$ cat config.mk
export PLATFORM = sky130hd
export DESIGN_NAME = mem_decoder
export DESIGN_NICKNAME = d
export VERILOG_FILES = /design/src/hdl/soc_pkg.sv /design/src/hdl/mem_decoder.sv
export SDC_FILE = /design/constraint.sdc
export NUM_CORES = 1
export LEC_CHECK = 0
export BUFFER_PORTS_ARGS = -buffer_cell sky130_fd_sc_hd__buf_2
export CORE_AREA = 2 2 118 120
export DETAILED_ROUTE_END_ITERATION = 8
export DIE_AREA = 0 0 120 122
export PLACE_DENSITY_LB_ADDON = 0.25
export SETUP_SLACK_MARGIN = 0.15
export SLEW_MARGIN = 20
export SYNTH_ARGS = -nofsm -noshare
export SYNTH_HDL_FRONTEND = slang
export SYNTH_SLANG_ARGS = --single-unit
$ cat constraint.sdc
create_clock -name vclk -period 1.65
set_input_delay 0.2475 -clock vclk [all_inputs]
set_output_delay 0.2475 -clock vclk [all_outputs]
set_load 0.01 [all_outputs]
$ cat src/hdl/soc_pkg.sv
package soc_pkg;

  // Two harts share one CLINT.
  localparam int clint_contexts = 1;
  localparam int num_harts = 2 ** clint_contexts;

  localparam logic [31:0] clint_base_address = 32'h0200_0000;
  localparam logic [31:0] clint_top_address = 32'h0200_C000; // Exclusive.

  localparam logic [31:0] msip_offset = 32'h0000_0000;
  localparam logic [31:0] mtimecmp_offset = 32'h0000_4000;
  localparam logic [31:0] mtime_offset = 32'h0000_BFF8;

  localparam int bram_depth = 1024; // 32-bit words.
  localparam int bram_addr_bits = $clog2(bram_depth);

  typedef struct packed {
    logic        valid;
    logic        instr;
    logic [31:0] addr;
    logic [31:0] wdata;
    logic [3:0]  wstrb;
  } mem_req_t;

  typedef struct packed {
    logic [31:0] rdata;
    logic        ready;
  } mem_rsp_t;

  typedef enum logic {
    tgt_bram,
    tgt_clint
  } target_e;

  typedef enum logic [2:0] {
    reg_msip,
    reg_mtimecmp_lo,
    reg_mtimecmp_hi,
    reg_mtime_lo,
    reg_mtime_hi,
    reg_none
  } clint_reg_e;

endpackage

$ cat src/hdl/mem_decoder.sv
`timescale 1ns/1ns

module mem_decoder import soc_pkg::*; (
  input  mem_req_t cpu_req,
  output mem_rsp_t cpu_rsp,
  output mem_req_t bram_req,
  input  mem_rsp_t bram_rsp,
  output mem_req_t clint_req,
  input  mem_rsp_t clint_rsp
);

  target_e target;

  always_comb begin
    if (cpu_req.addr >= clint_base_address && cpu_req.addr < clint_top_address) begin
      target = tgt_clint;
    end else begin
      target = tgt_bram;
    end
  end

  always_comb begin
    bram_req = cpu_req;
    bram_req.valid = cpu_req.valid && (target == tgt_bram);

    clint_req = cpu_req;
    clint_req.valid = cpu_req.valid && (target == tgt_clint);
    clint_req.addr = cpu_req.addr ^ clint_base_address; // Offset inside the window.
  end

  // RAM wins if both ever answered; they never should.
  always_comb begin
    if (bram_rsp.ready) begin
      cpu_rsp = bram_rsp;
    end else if (clint_rsp.ready) begin
      cpu_rsp = clint_rsp;
    end else begin
      cpu_rsp = '0;
    end
  end

  // Registered readies follow the one-hot valids.
  always_comb begin
    assert (!((bram_rsp.ready & clint_rsp.ready) === 1'b1))
      else $error("mem_decoder: both slaves ready");
  end

endmodule

==> results of run 1 <==
## cells by family (layout without fill, tap and decap cells)
| kind of cell | count (synthesis) | in the layout |
|---|---|---|
| simple gates | 12 | 12 |
| buf+inv | 146 | 162 |
| compound gates | 33 | 33 |
## worst max-delay path, delay by kind of cell
kind / cells / cell delay, ns
and+or+nand+nor: 2 / 0.48
buffers and inverters: 2 / 0.24
AOI/OAI and AO/OA: 1 / 0.18
## power groups by stage
stage	combinational, W	clock (W)	sequential (W)
3_5_place_dp	0.000401	0	0
6_report	0.000393	0	0
5_1_grt	0.000428	0	0
2_1_floorplan	0.000474	0	0
3_3_place_gp	0.000399	0	0
4_1_cts	0.000401	0	0
## routing by layer
metal  global-route usage, %  vias up
li1                        -      535
met1                    5.02      484
met2                    10.4      147
met3                    1.03       28
met4                    2.94        0
met5                       0        -
## how the worst max path moves through the flow
stage | start | cells past startpoint | end
finish | cpu_req[54] | 5 | bram_req[69]
floorplan | cpu_req[64] | 3 | clint_req[69]
CTS | cpu_req[64] | 5 | bram_req[69]
global placement | cpu_req[64] | 5 | bram_req[69]
detailed placement | cpu_req[64] | 5 | bram_req[69]
global route | cpu_req[64] | 5 | bram_req[69]
## cells in the final DEF, fill, tap and decap left out
cell,count
nand3_1,1
buf_2,156
buf_4,4
nand2_1,4
inv_1,2
nor4b_1,1
nor4_4,1
a22o_1,31
o21ai_0,1
nor2b_4,1
nor4_1,1
nor3_2,1
nor4_2,1
or2_2,1
o21a_1,1
## final cells by class
class	count	area, um2	share of cell area [%]
timing repair buffer	160	811	56.8
multi-input combinational	45	383	26.8
tap	180	225	15.8
inverter	2	7.51	0.526
## per-stage QoR
stage	utilization (%)	cell area (um2)
after floorplan	-	1470
after global placement	10.5	1420
after detailed placement	10.5	1420
after CTS	10.5	1420
after global routing	10.6	1430
final	10.6	1430
==> qor.yml, run 1 <==
place:
  dpl_worst_slack_ns: 0.222
  portBuffers: 156
  dpl.hpwl_mm: 4.25
  place.gp.congestion: 0.670
  placedCellCount: 387
finish:
  final_cells: 387
  fill_cells: 1587
  drive_above_1_share_pct: 79.7
  clock_buffers: 0
  area_growth_pct: -2.98
  diodes: 0
  nNetsFinal: 345
  area.sequential_um2: 0
  flops_and_latches: 0
sta:
  grt_setup_unrepaired: "no"
  layout_min_cycle_time_ns: 1.39
  setup_slack_ns: 0.260
  worst_pin_slew_ns: 0.316
  slew_headroom_pct: 78.7
  tns_ns: 0
  fmax_mhz: 719
  setup_violations: 0
  whs_ns: 0.495
  slew_violations: 0
  hold_violations: 0
  min_period_over_period_pct: 84.3
outcome:
  outcome: "finished, final reports clean"
yosys:
  synth_common_cells: "buf_4 (137), a22o_1 (31), buf_6 (4), nand2_1 (4), buf_2 (3)"
  synth_top_family_by_area: "buffers and inverters"
  synth_warnings: 0
  synth_most_common_cell: "buf_4"
  synth_area_leaders: "buf_4 (70%), a22o_1 (18%), buf_6 (3.1%)"
  netlist.area_leader.share_pct: 70.0
  synth-compound-area-share_pct: 19.3
  synth-simple-area-share_pct: 6.13
  synth_area_um2: 1470
  synthXorXnorAreaFrac_pct: 0
  synthAdderAreaFrac_pct: 0
  synth_largest_area_cell: "buf_4"
  syn-num-nets: 327
  ys_types: 15
  muxShareOfSynthArea_pct: 0
  syn_avg_cell_area_um2: 7.70
  synthCells: 191
  ys_seq_area_share_pct: 0
power_and_ir_drop:
  ir_worst_vdd_mv: 0.0931
  cellPowerDensity_nw_per_um2: 275
  pwr-share-clk_pct: 0
  combinationalPowerShare_pct: 100.0
  intPower_w: 0.000196
  p_leak_nw: 0.800
  p_total_w: 0.000393
  p_sw_w: 0.000196
  swShare_pct: 50.0
  power_frac_seq_pct: 0
routing:
  highest_layer: "met4"
  wl_met3_um: 556
  num_vias: 1194
  detail_route.wl_per_cell_um: 11.6
  routed_via_density: 3.09
  drc: 0
  drt_wl_total_mm: 4.48
  ant_nets: 0
  met2RoutedLength_mm: 2.26
  drtIter0Drc: 8
  first_pass_iters: 2
  drt-met1-wl_mm: 1.41
global_route:
  grt_pass1_wl_mm: 5.98
  antenna_found_initial: 0
  track_usage_pct: 5.26
  grt_overflow: 0
  grt_pass1_vias: 1113
  grt_start_max_net_pins: 18
clocking:
  holdBufCountCts: 0
  cts_resized: 0
  post_cts_buffers: 0
floorplanning:
  num_rows: 43
  start_util_pct: 10.9
  core_area_um2: 13500
  die-area_um2: 14600
  io_pins: 309
  fp.dieH_um: 122
  die_w_um: 120
critical_path:
  crit_chain: "buf_2 > nor4_1 > nand2_1 > o21a_1 > buf_2"
  cp.arrival_ns: 1.14
  cp_common_cell: "buf_2"
  endpoint_kind: "output pin"
  crit_path_start_kind: "primary input"
  slowest_delay_ns: 0.34
  critical_path_required_ns: 1.40
  slowest_stage: "nor4_1"
  path_class: "primary input to output pin"
  path_max_fanout: 3
hold_path:
  hold_depth: 0
  hp-start: "cpu_req[6]"
  holdPathEnd: "bram_req[6]"
  hold_class: "primary input to output pin"
flow_run:
  drv_cap: 0
Power figures use the tool's default switching activity.
==> run 2, diff against run 1 <==
Settings changed: CORE_AREA 2 2 118 120 to 2 2 119 121, DIE_AREA 0 0 120 122 to 0 0 121 123.
Clock period 1.65 ns to 1.4 ns, I/O delays scaled along.
==> qor.yml, run 2 (synthesized netlist as in run 1, its figures left out) <==
outcome:
  outcome: "finished, final reports clean"
sta:
  hold_violations: 0  # unchanged
  fmax_mhz: 791
  worst_pin_slew_ns: 0.232  # -0.0846 ns
  min_period_over_period_pct: 90.3
  slew_violations: 0  # unchanged
  grt_setup_unrepaired: "yes"
  tns_ns: 0  # unchanged
  layout_min_cycle_time_ns: 1.26
  whs_ns: 0.420  # -0.0750 ns
  slew_headroom_pct: 84.4  # +5.7 points
  setup_violations: 0  # unchanged
finish:
  area.sequential_um2: 0  # unchanged
  nNetsFinal: 346  # +0.29%
  fill_cells: 1595  # +0.50%
  layout_commonest_cell: "buf_2"
  final_util_pct: 11.3  # +0.73 points
  multi_input_area_um2: 418  # +9.2%
  area_growth_pct: 4.60
  final_cell_mix: "buf_2 (151), a22o_1 (31), nand2_1 (4), buf_6 (3), buf_4 (3)"
  flops_and_latches: 0  # unchanged
  drive_above_1_share_pct: 81.3  # +1.5 points
  diodes: 0  # unchanged
  clock_buffers: 0  # unchanged
routing:
  ant_nets: 0  # unchanged
  routed_via_density: 3.11  # +0.91%
  first_pass_iters: 2  # unchanged
  drtIter0Drc: 20  # +12
  drc: 0  # unchanged
  drt_wl_total_mm: 4.99  # +11%
  detail_route.wl_per_cell_um: 12.9  # +11%
  num_vias: 1208  # +1.2%
hold_path:
  hold_class: "primary input to output pin"
  hp-start: "cpu_req[24]"
  hold_depth: 0  # unchanged
  holdPathEnd: "bram_req[24]"
critical_path:
  crit_path_start_kind: "primary input"
  path_class: "primary input to output pin"
  endpoint_kind: "output pin"
  cp.arrival_ns: 1.05  # -0.09 ns
  path_max_fanout: 2  # -1
  critical_path_required_ns: 1.19  # -0.21 ns
power_and_ir_drop:
  p_leak_nw: 0.836  # +4.6%
  ir_worst_vdd_mv: 0.104  # +12%
  cellPowerDensity_nw_per_um2: 322  # +17%
global_route:
  grt_overflow: 0  # unchanged
  grt_pass1_wl_mm: 6.33  # +5.9%
  antenna_found_initial: 1  # +1
  grt_start_max_net_pins: 32  # +14
  track_usage_pct: 5.52  # +0.25 points
  grt_pass1_vias: 1172  # +5.3%
floorplanning:
  die-area_um2: 14900  # +1.7%
  fp.dieH_um: 123  # +0.82%
  num_rows: 43  # unchanged
  die_w_um: 121  # +0.83%
  io_pins: 309  # unchanged
  start_util_pct: 10.8  # -0.086 points
  core_area_um2: 13600  # +0.80%
clocking:
  holdBufCountCts: 0  # unchanged
flow_run:
  drv_cap: 0  # unchanged
place:
  dpl.hpwl_mm: 4.37  # +2.8%
  place.gp.congestion: 0.629  # -6.1%
  portBuffers: 156  # unchanged
[run 2: area by class of cell]
cell class | instances | share of cell area (%)
Tap cell | 180 | 14.6
Multi-Input combinational cell | 45 | 27.2
Inverter | 2 | 0.488
Timing Repair Buffer | 161 | 57.7
[run 2: power breakdown]
part           switching, W  internal (W)  leakage (nW)
registers                 0             0             0
clock network             0             0             0
logic              0.000240      0.000255         0.836
[run 2: timing repair]
item	4_1_cts	5_1_grt
setup endpoints to repair	2	3
gates resized for setup	11	6
setup buffers	1	0
gates cloned	0	1
pin swaps	5	4
[run 2: worst max path at each step]
stage / end / from / slack (ns) / cells after the start
2_1_floorplan: clint_req[69] / cpu_req[64] / 0.38 / 3
3_3_place_gp: bram_req[69] / cpu_req[64] / 0.07 / 5
3_5_place_dp: bram_req[69] / cpu_req[64] / 0.05 / 5
4_1_cts: bram_req[69] / cpu_req[60] / 0.13 / 5
5_1_grt: bram_req[69] / cpu_req[59] / 0.07 / 5
6_report: bram_req[69] / cpu_req[60] / 0.14 / 5
[run 2: routing by layer]
metal  share of wire (%)  routed length [um]  global-route usage [%]
met1                  29                1440                    4.53
met2                  54                2680                    11.9
met3                  13                 648                    1.61
met4                 4.2                 211                    2.25
met5                0.26                  13                       0
[run 2: worst max-delay path, cell delays in order]
cell     delay, ns
buf_8         0.10
nor4_4        0.29
nand3_2       0.13
o21a_1        0.19
buf_2         0.13
[run 2: metrics by stage]
step                      cells  area, um2  worst slack [ns]  total power, W
after floorplan             191       1470             0.382        0.000559
after global placement      386       1420            0.0671        0.000466
after detailed placement    386       1420            0.0522        0.000470
after CTS                   387       1490             0.134        0.000488
after global routing        388       1540            0.0750        0.000540
final                       388       1540             0.136        0.000495
==> run 3, diff against run 2 <==
Settings changed: ABC_AREA from default to 1, CORE_AREA 2 2 119 121 to 2 2 120 122, DIE_AREA 0 0 121 123 to 0 0 122 124.
==> qor.yml, run 3 <==
yosys:
  synth-simple-area-share_pct: 34.5  # +28 points
  syn-num-nets: 404  # +24%
  ys_types: 11  # -4
  synth_common_cells: "buf_4 (141), nand2_1 (70), nand3_2 (30)"
  synthAdderAreaFrac_pct: 0  # unchanged
  synth-compound-area-share_pct: 0  # -19 points
  synthXorXnorAreaFrac_pct: 0  # unchanged
  synth_area_leaders: "buf_4 (58%), nand3_2 (17%), nand2_1 (14%)"
  synth_warnings: 0  # unchanged
  ys_seq_area_share_pct: 0  # unchanged
  netlist.area_leader.share_pct: 58.2  # -12 points
  synth_largest_area_cell: "buf_4"
  muxShareOfSynthArea_pct: 0  # unchanged
  synth_top_family_by_area: "buffers and inverters"
  synth_most_common_cell: "buf_4"
  synth_area_um2: 1820  # +24%
  syn_avg_cell_area_um2: 6.78  # -12%
  synthCells: 268  # +40%
routing:
  detail_route.wl_per_cell_um: 9.37  # -27%
  drt_wl_total_mm: 4.31  # -14%
  drt-met1-wl_mm: 1.24  # -14%
  num_vias: 1464  # +21%
  highest_layer: "met4"
  wl_met3_um: 604  # -6.8%
  drtIter0Drc: 16  # -20%
  first_pass_iters: 3  # +1
  met2RoutedLength_mm: 2.20  # -18%
  routed_via_density: 3.18  # +2.2%
  ant_nets: 0  # unchanged
  drc: 0  # unchanged
sta:
  slew_headroom_pct: 81.8  # -2.7 points
  min_period_over_period_pct: 83.5  # -6.8 points
  fmax_mhz: 855  # +8.1%
  worst_pin_slew_ns: 0.273  # +0.0417 ns
  setup_violations: 0  # unchanged
  slew_violations: 0  # unchanged
  grt_setup_unrepaired: "no"
  tns_ns: 0  # unchanged
  hold_violations: 0  # unchanged
  layout_min_cycle_time_ns: 1.17  # -0.0949 ns
critical_path:
  path_class: "primary input to output pin"
  endpoint_kind: "output pin"
  slowest_delay_ns: 0.23  # -0.06 ns
  cp-startpoint: "bram_rsp[0]"
  crit_path_end: "cpu_rsp[3]"
  cp.depth: 5  # unchanged
  crit_chain: "buf_2 > buf_4 > nand2_1 > nand2_1 > buf_2"
  cp.arrival_ns: 0.96  # -0.09 ns
  critPathBufInv: 3  # +1
  critical_path_required_ns: 1.19  # about the same
  crit_path_start_kind: "primary input"
  slowest_stage: "buf_2"
  critPathTopFamily: "buffers and inverters"
  path_max_fanout: 10  # +8
global_route:
  grt_pass1_vias: 1246  # +6.3%
  antenna_found_initial: 0  # -1
  grt_pass1_wl_mm: 5.89  # -7.1%
  grt_overflow: 0  # unchanged
  track_usage_pct: 4.74  # -0.77 points
  grt_start_max_net_pins: 33  # +3.1%
finish:
  final_cells: 460  # +19%
  clock_buffers: 0  # unchanged
  diodes: 0  # unchanged
  final_cell_mix: "buf_2 (156), nand2_1 (70), nand3_2 (30), nor2_1 (10), inv_1 (4)"
  area.sequential_um2: 0  # unchanged
  flops_and_latches: 0  # unchanged
  nNetsFinal: 418  # +21%
  drive_above_1_share_pct: 68.2  # -13 points
  layout_commonest_cell: "buf_2"
  area_growth_pct: -6.13
clocking:
  holdBufCountCts: 0  # unchanged
  cts_resized: 0  # -11
  post_cts_buffers: 0  # -1
hold_path:
  hold_class: "primary input to output pin"
place:
  place.gp.congestion: 0.716  # +14%
  portBuffers: 156  # unchanged
  placedCellCount: 460  # +19%
  dpl.hpwl_mm: 3.74  # -15%
outcome:
  outcome: "finished, final reports clean"
power_and_ir_drop:
  cellPowerDensity_nw_per_um2: 287  # -11%
  p_leak_nw: 1.02  # +22%
  ir_worst_vdd_mv: 0.0762  # -27%
floorplanning:
  num_rows: 43  # unchanged
  core_area_um2: 13700  # +0.79%
  die_w_um: 122  # +0.83%
  fp.dieH_um: 124  # +0.81%
  start_util_pct: 13.3  # +2.5 points
  io_pins: 309  # unchanged
  die-area_um2: 15100  # +1.6%
flow_run:
  drv_cap: 0  # unchanged
run 3: layout make-up:
type | count | area (um2)
fillers | 1640 | 12000
repair buffers | 160 | 827
multi-input cells | 115 | 628
well taps | 180 | 225
inverters | 5 | 26.3
run 3: per-layer routing:
| layer | GRT usage [%] | up-vias |
|---|---|---|
| met5 | 0 | - |
| met4 | 3.23 | 0 |
| met3 | 0.962 | 25 |
| met2 | 9.81 | 124 |
| met1 | 3.97 | 606 |
| li1 | - | 709 |
run 3: power breakdown:
group          internal [W]  switching [W]
Sequential                0              0
Clock                     0              0
Combinational      0.000227       0.000262
Total              0.000227       0.000262
run 3: how the worst min path moves through the flow:
stage                     start             to  cells after the start  slack, ns
floorplan           cpu_req[61]  clint_req[61]                      1       0.46
global placement    cpu_req[33]   bram_req[33]                      0       0.42
CTS                 cpu_req[33]   bram_req[33]                      0       0.42
finish               cpu_req[0]   clint_req[0]                      0       0.42
global route         cpu_req[5]    bram_req[5]                      0       0.42
detailed placement  cpu_req[33]   bram_req[33]                      0       0.42
run 3: cells by family (layout without fill, tap and decap cells):
family | after synthesis | in the layout
buf+inv | 153 | 165
simple gates | 115 | 115
run 3: metrics by stage:
| stage | hold WS (ns) | setup slack [ns] | util (%) | total power [W] | cell area [um2] |
|---|---|---|---|---|---|
| global placement | 0.420 | 0.232 | 12.4 | 0.000498 | 1700 |
| global route | 0.420 | 0.150 | 12.4 | 0.000543 | 1710 |
| CTS | 0.420 | 0.219 | 12.4 | 0.000498 | 1700 |
| detailed placement | 0.420 | 0.223 | 12.4 | 0.000497 | 1700 |
| finish | 0.420 | 0.231 | 12.4 | 0.000490 | 1710 |
| floorplan | 0.464 | 0.510 | - | 0.000616 | 1820 |
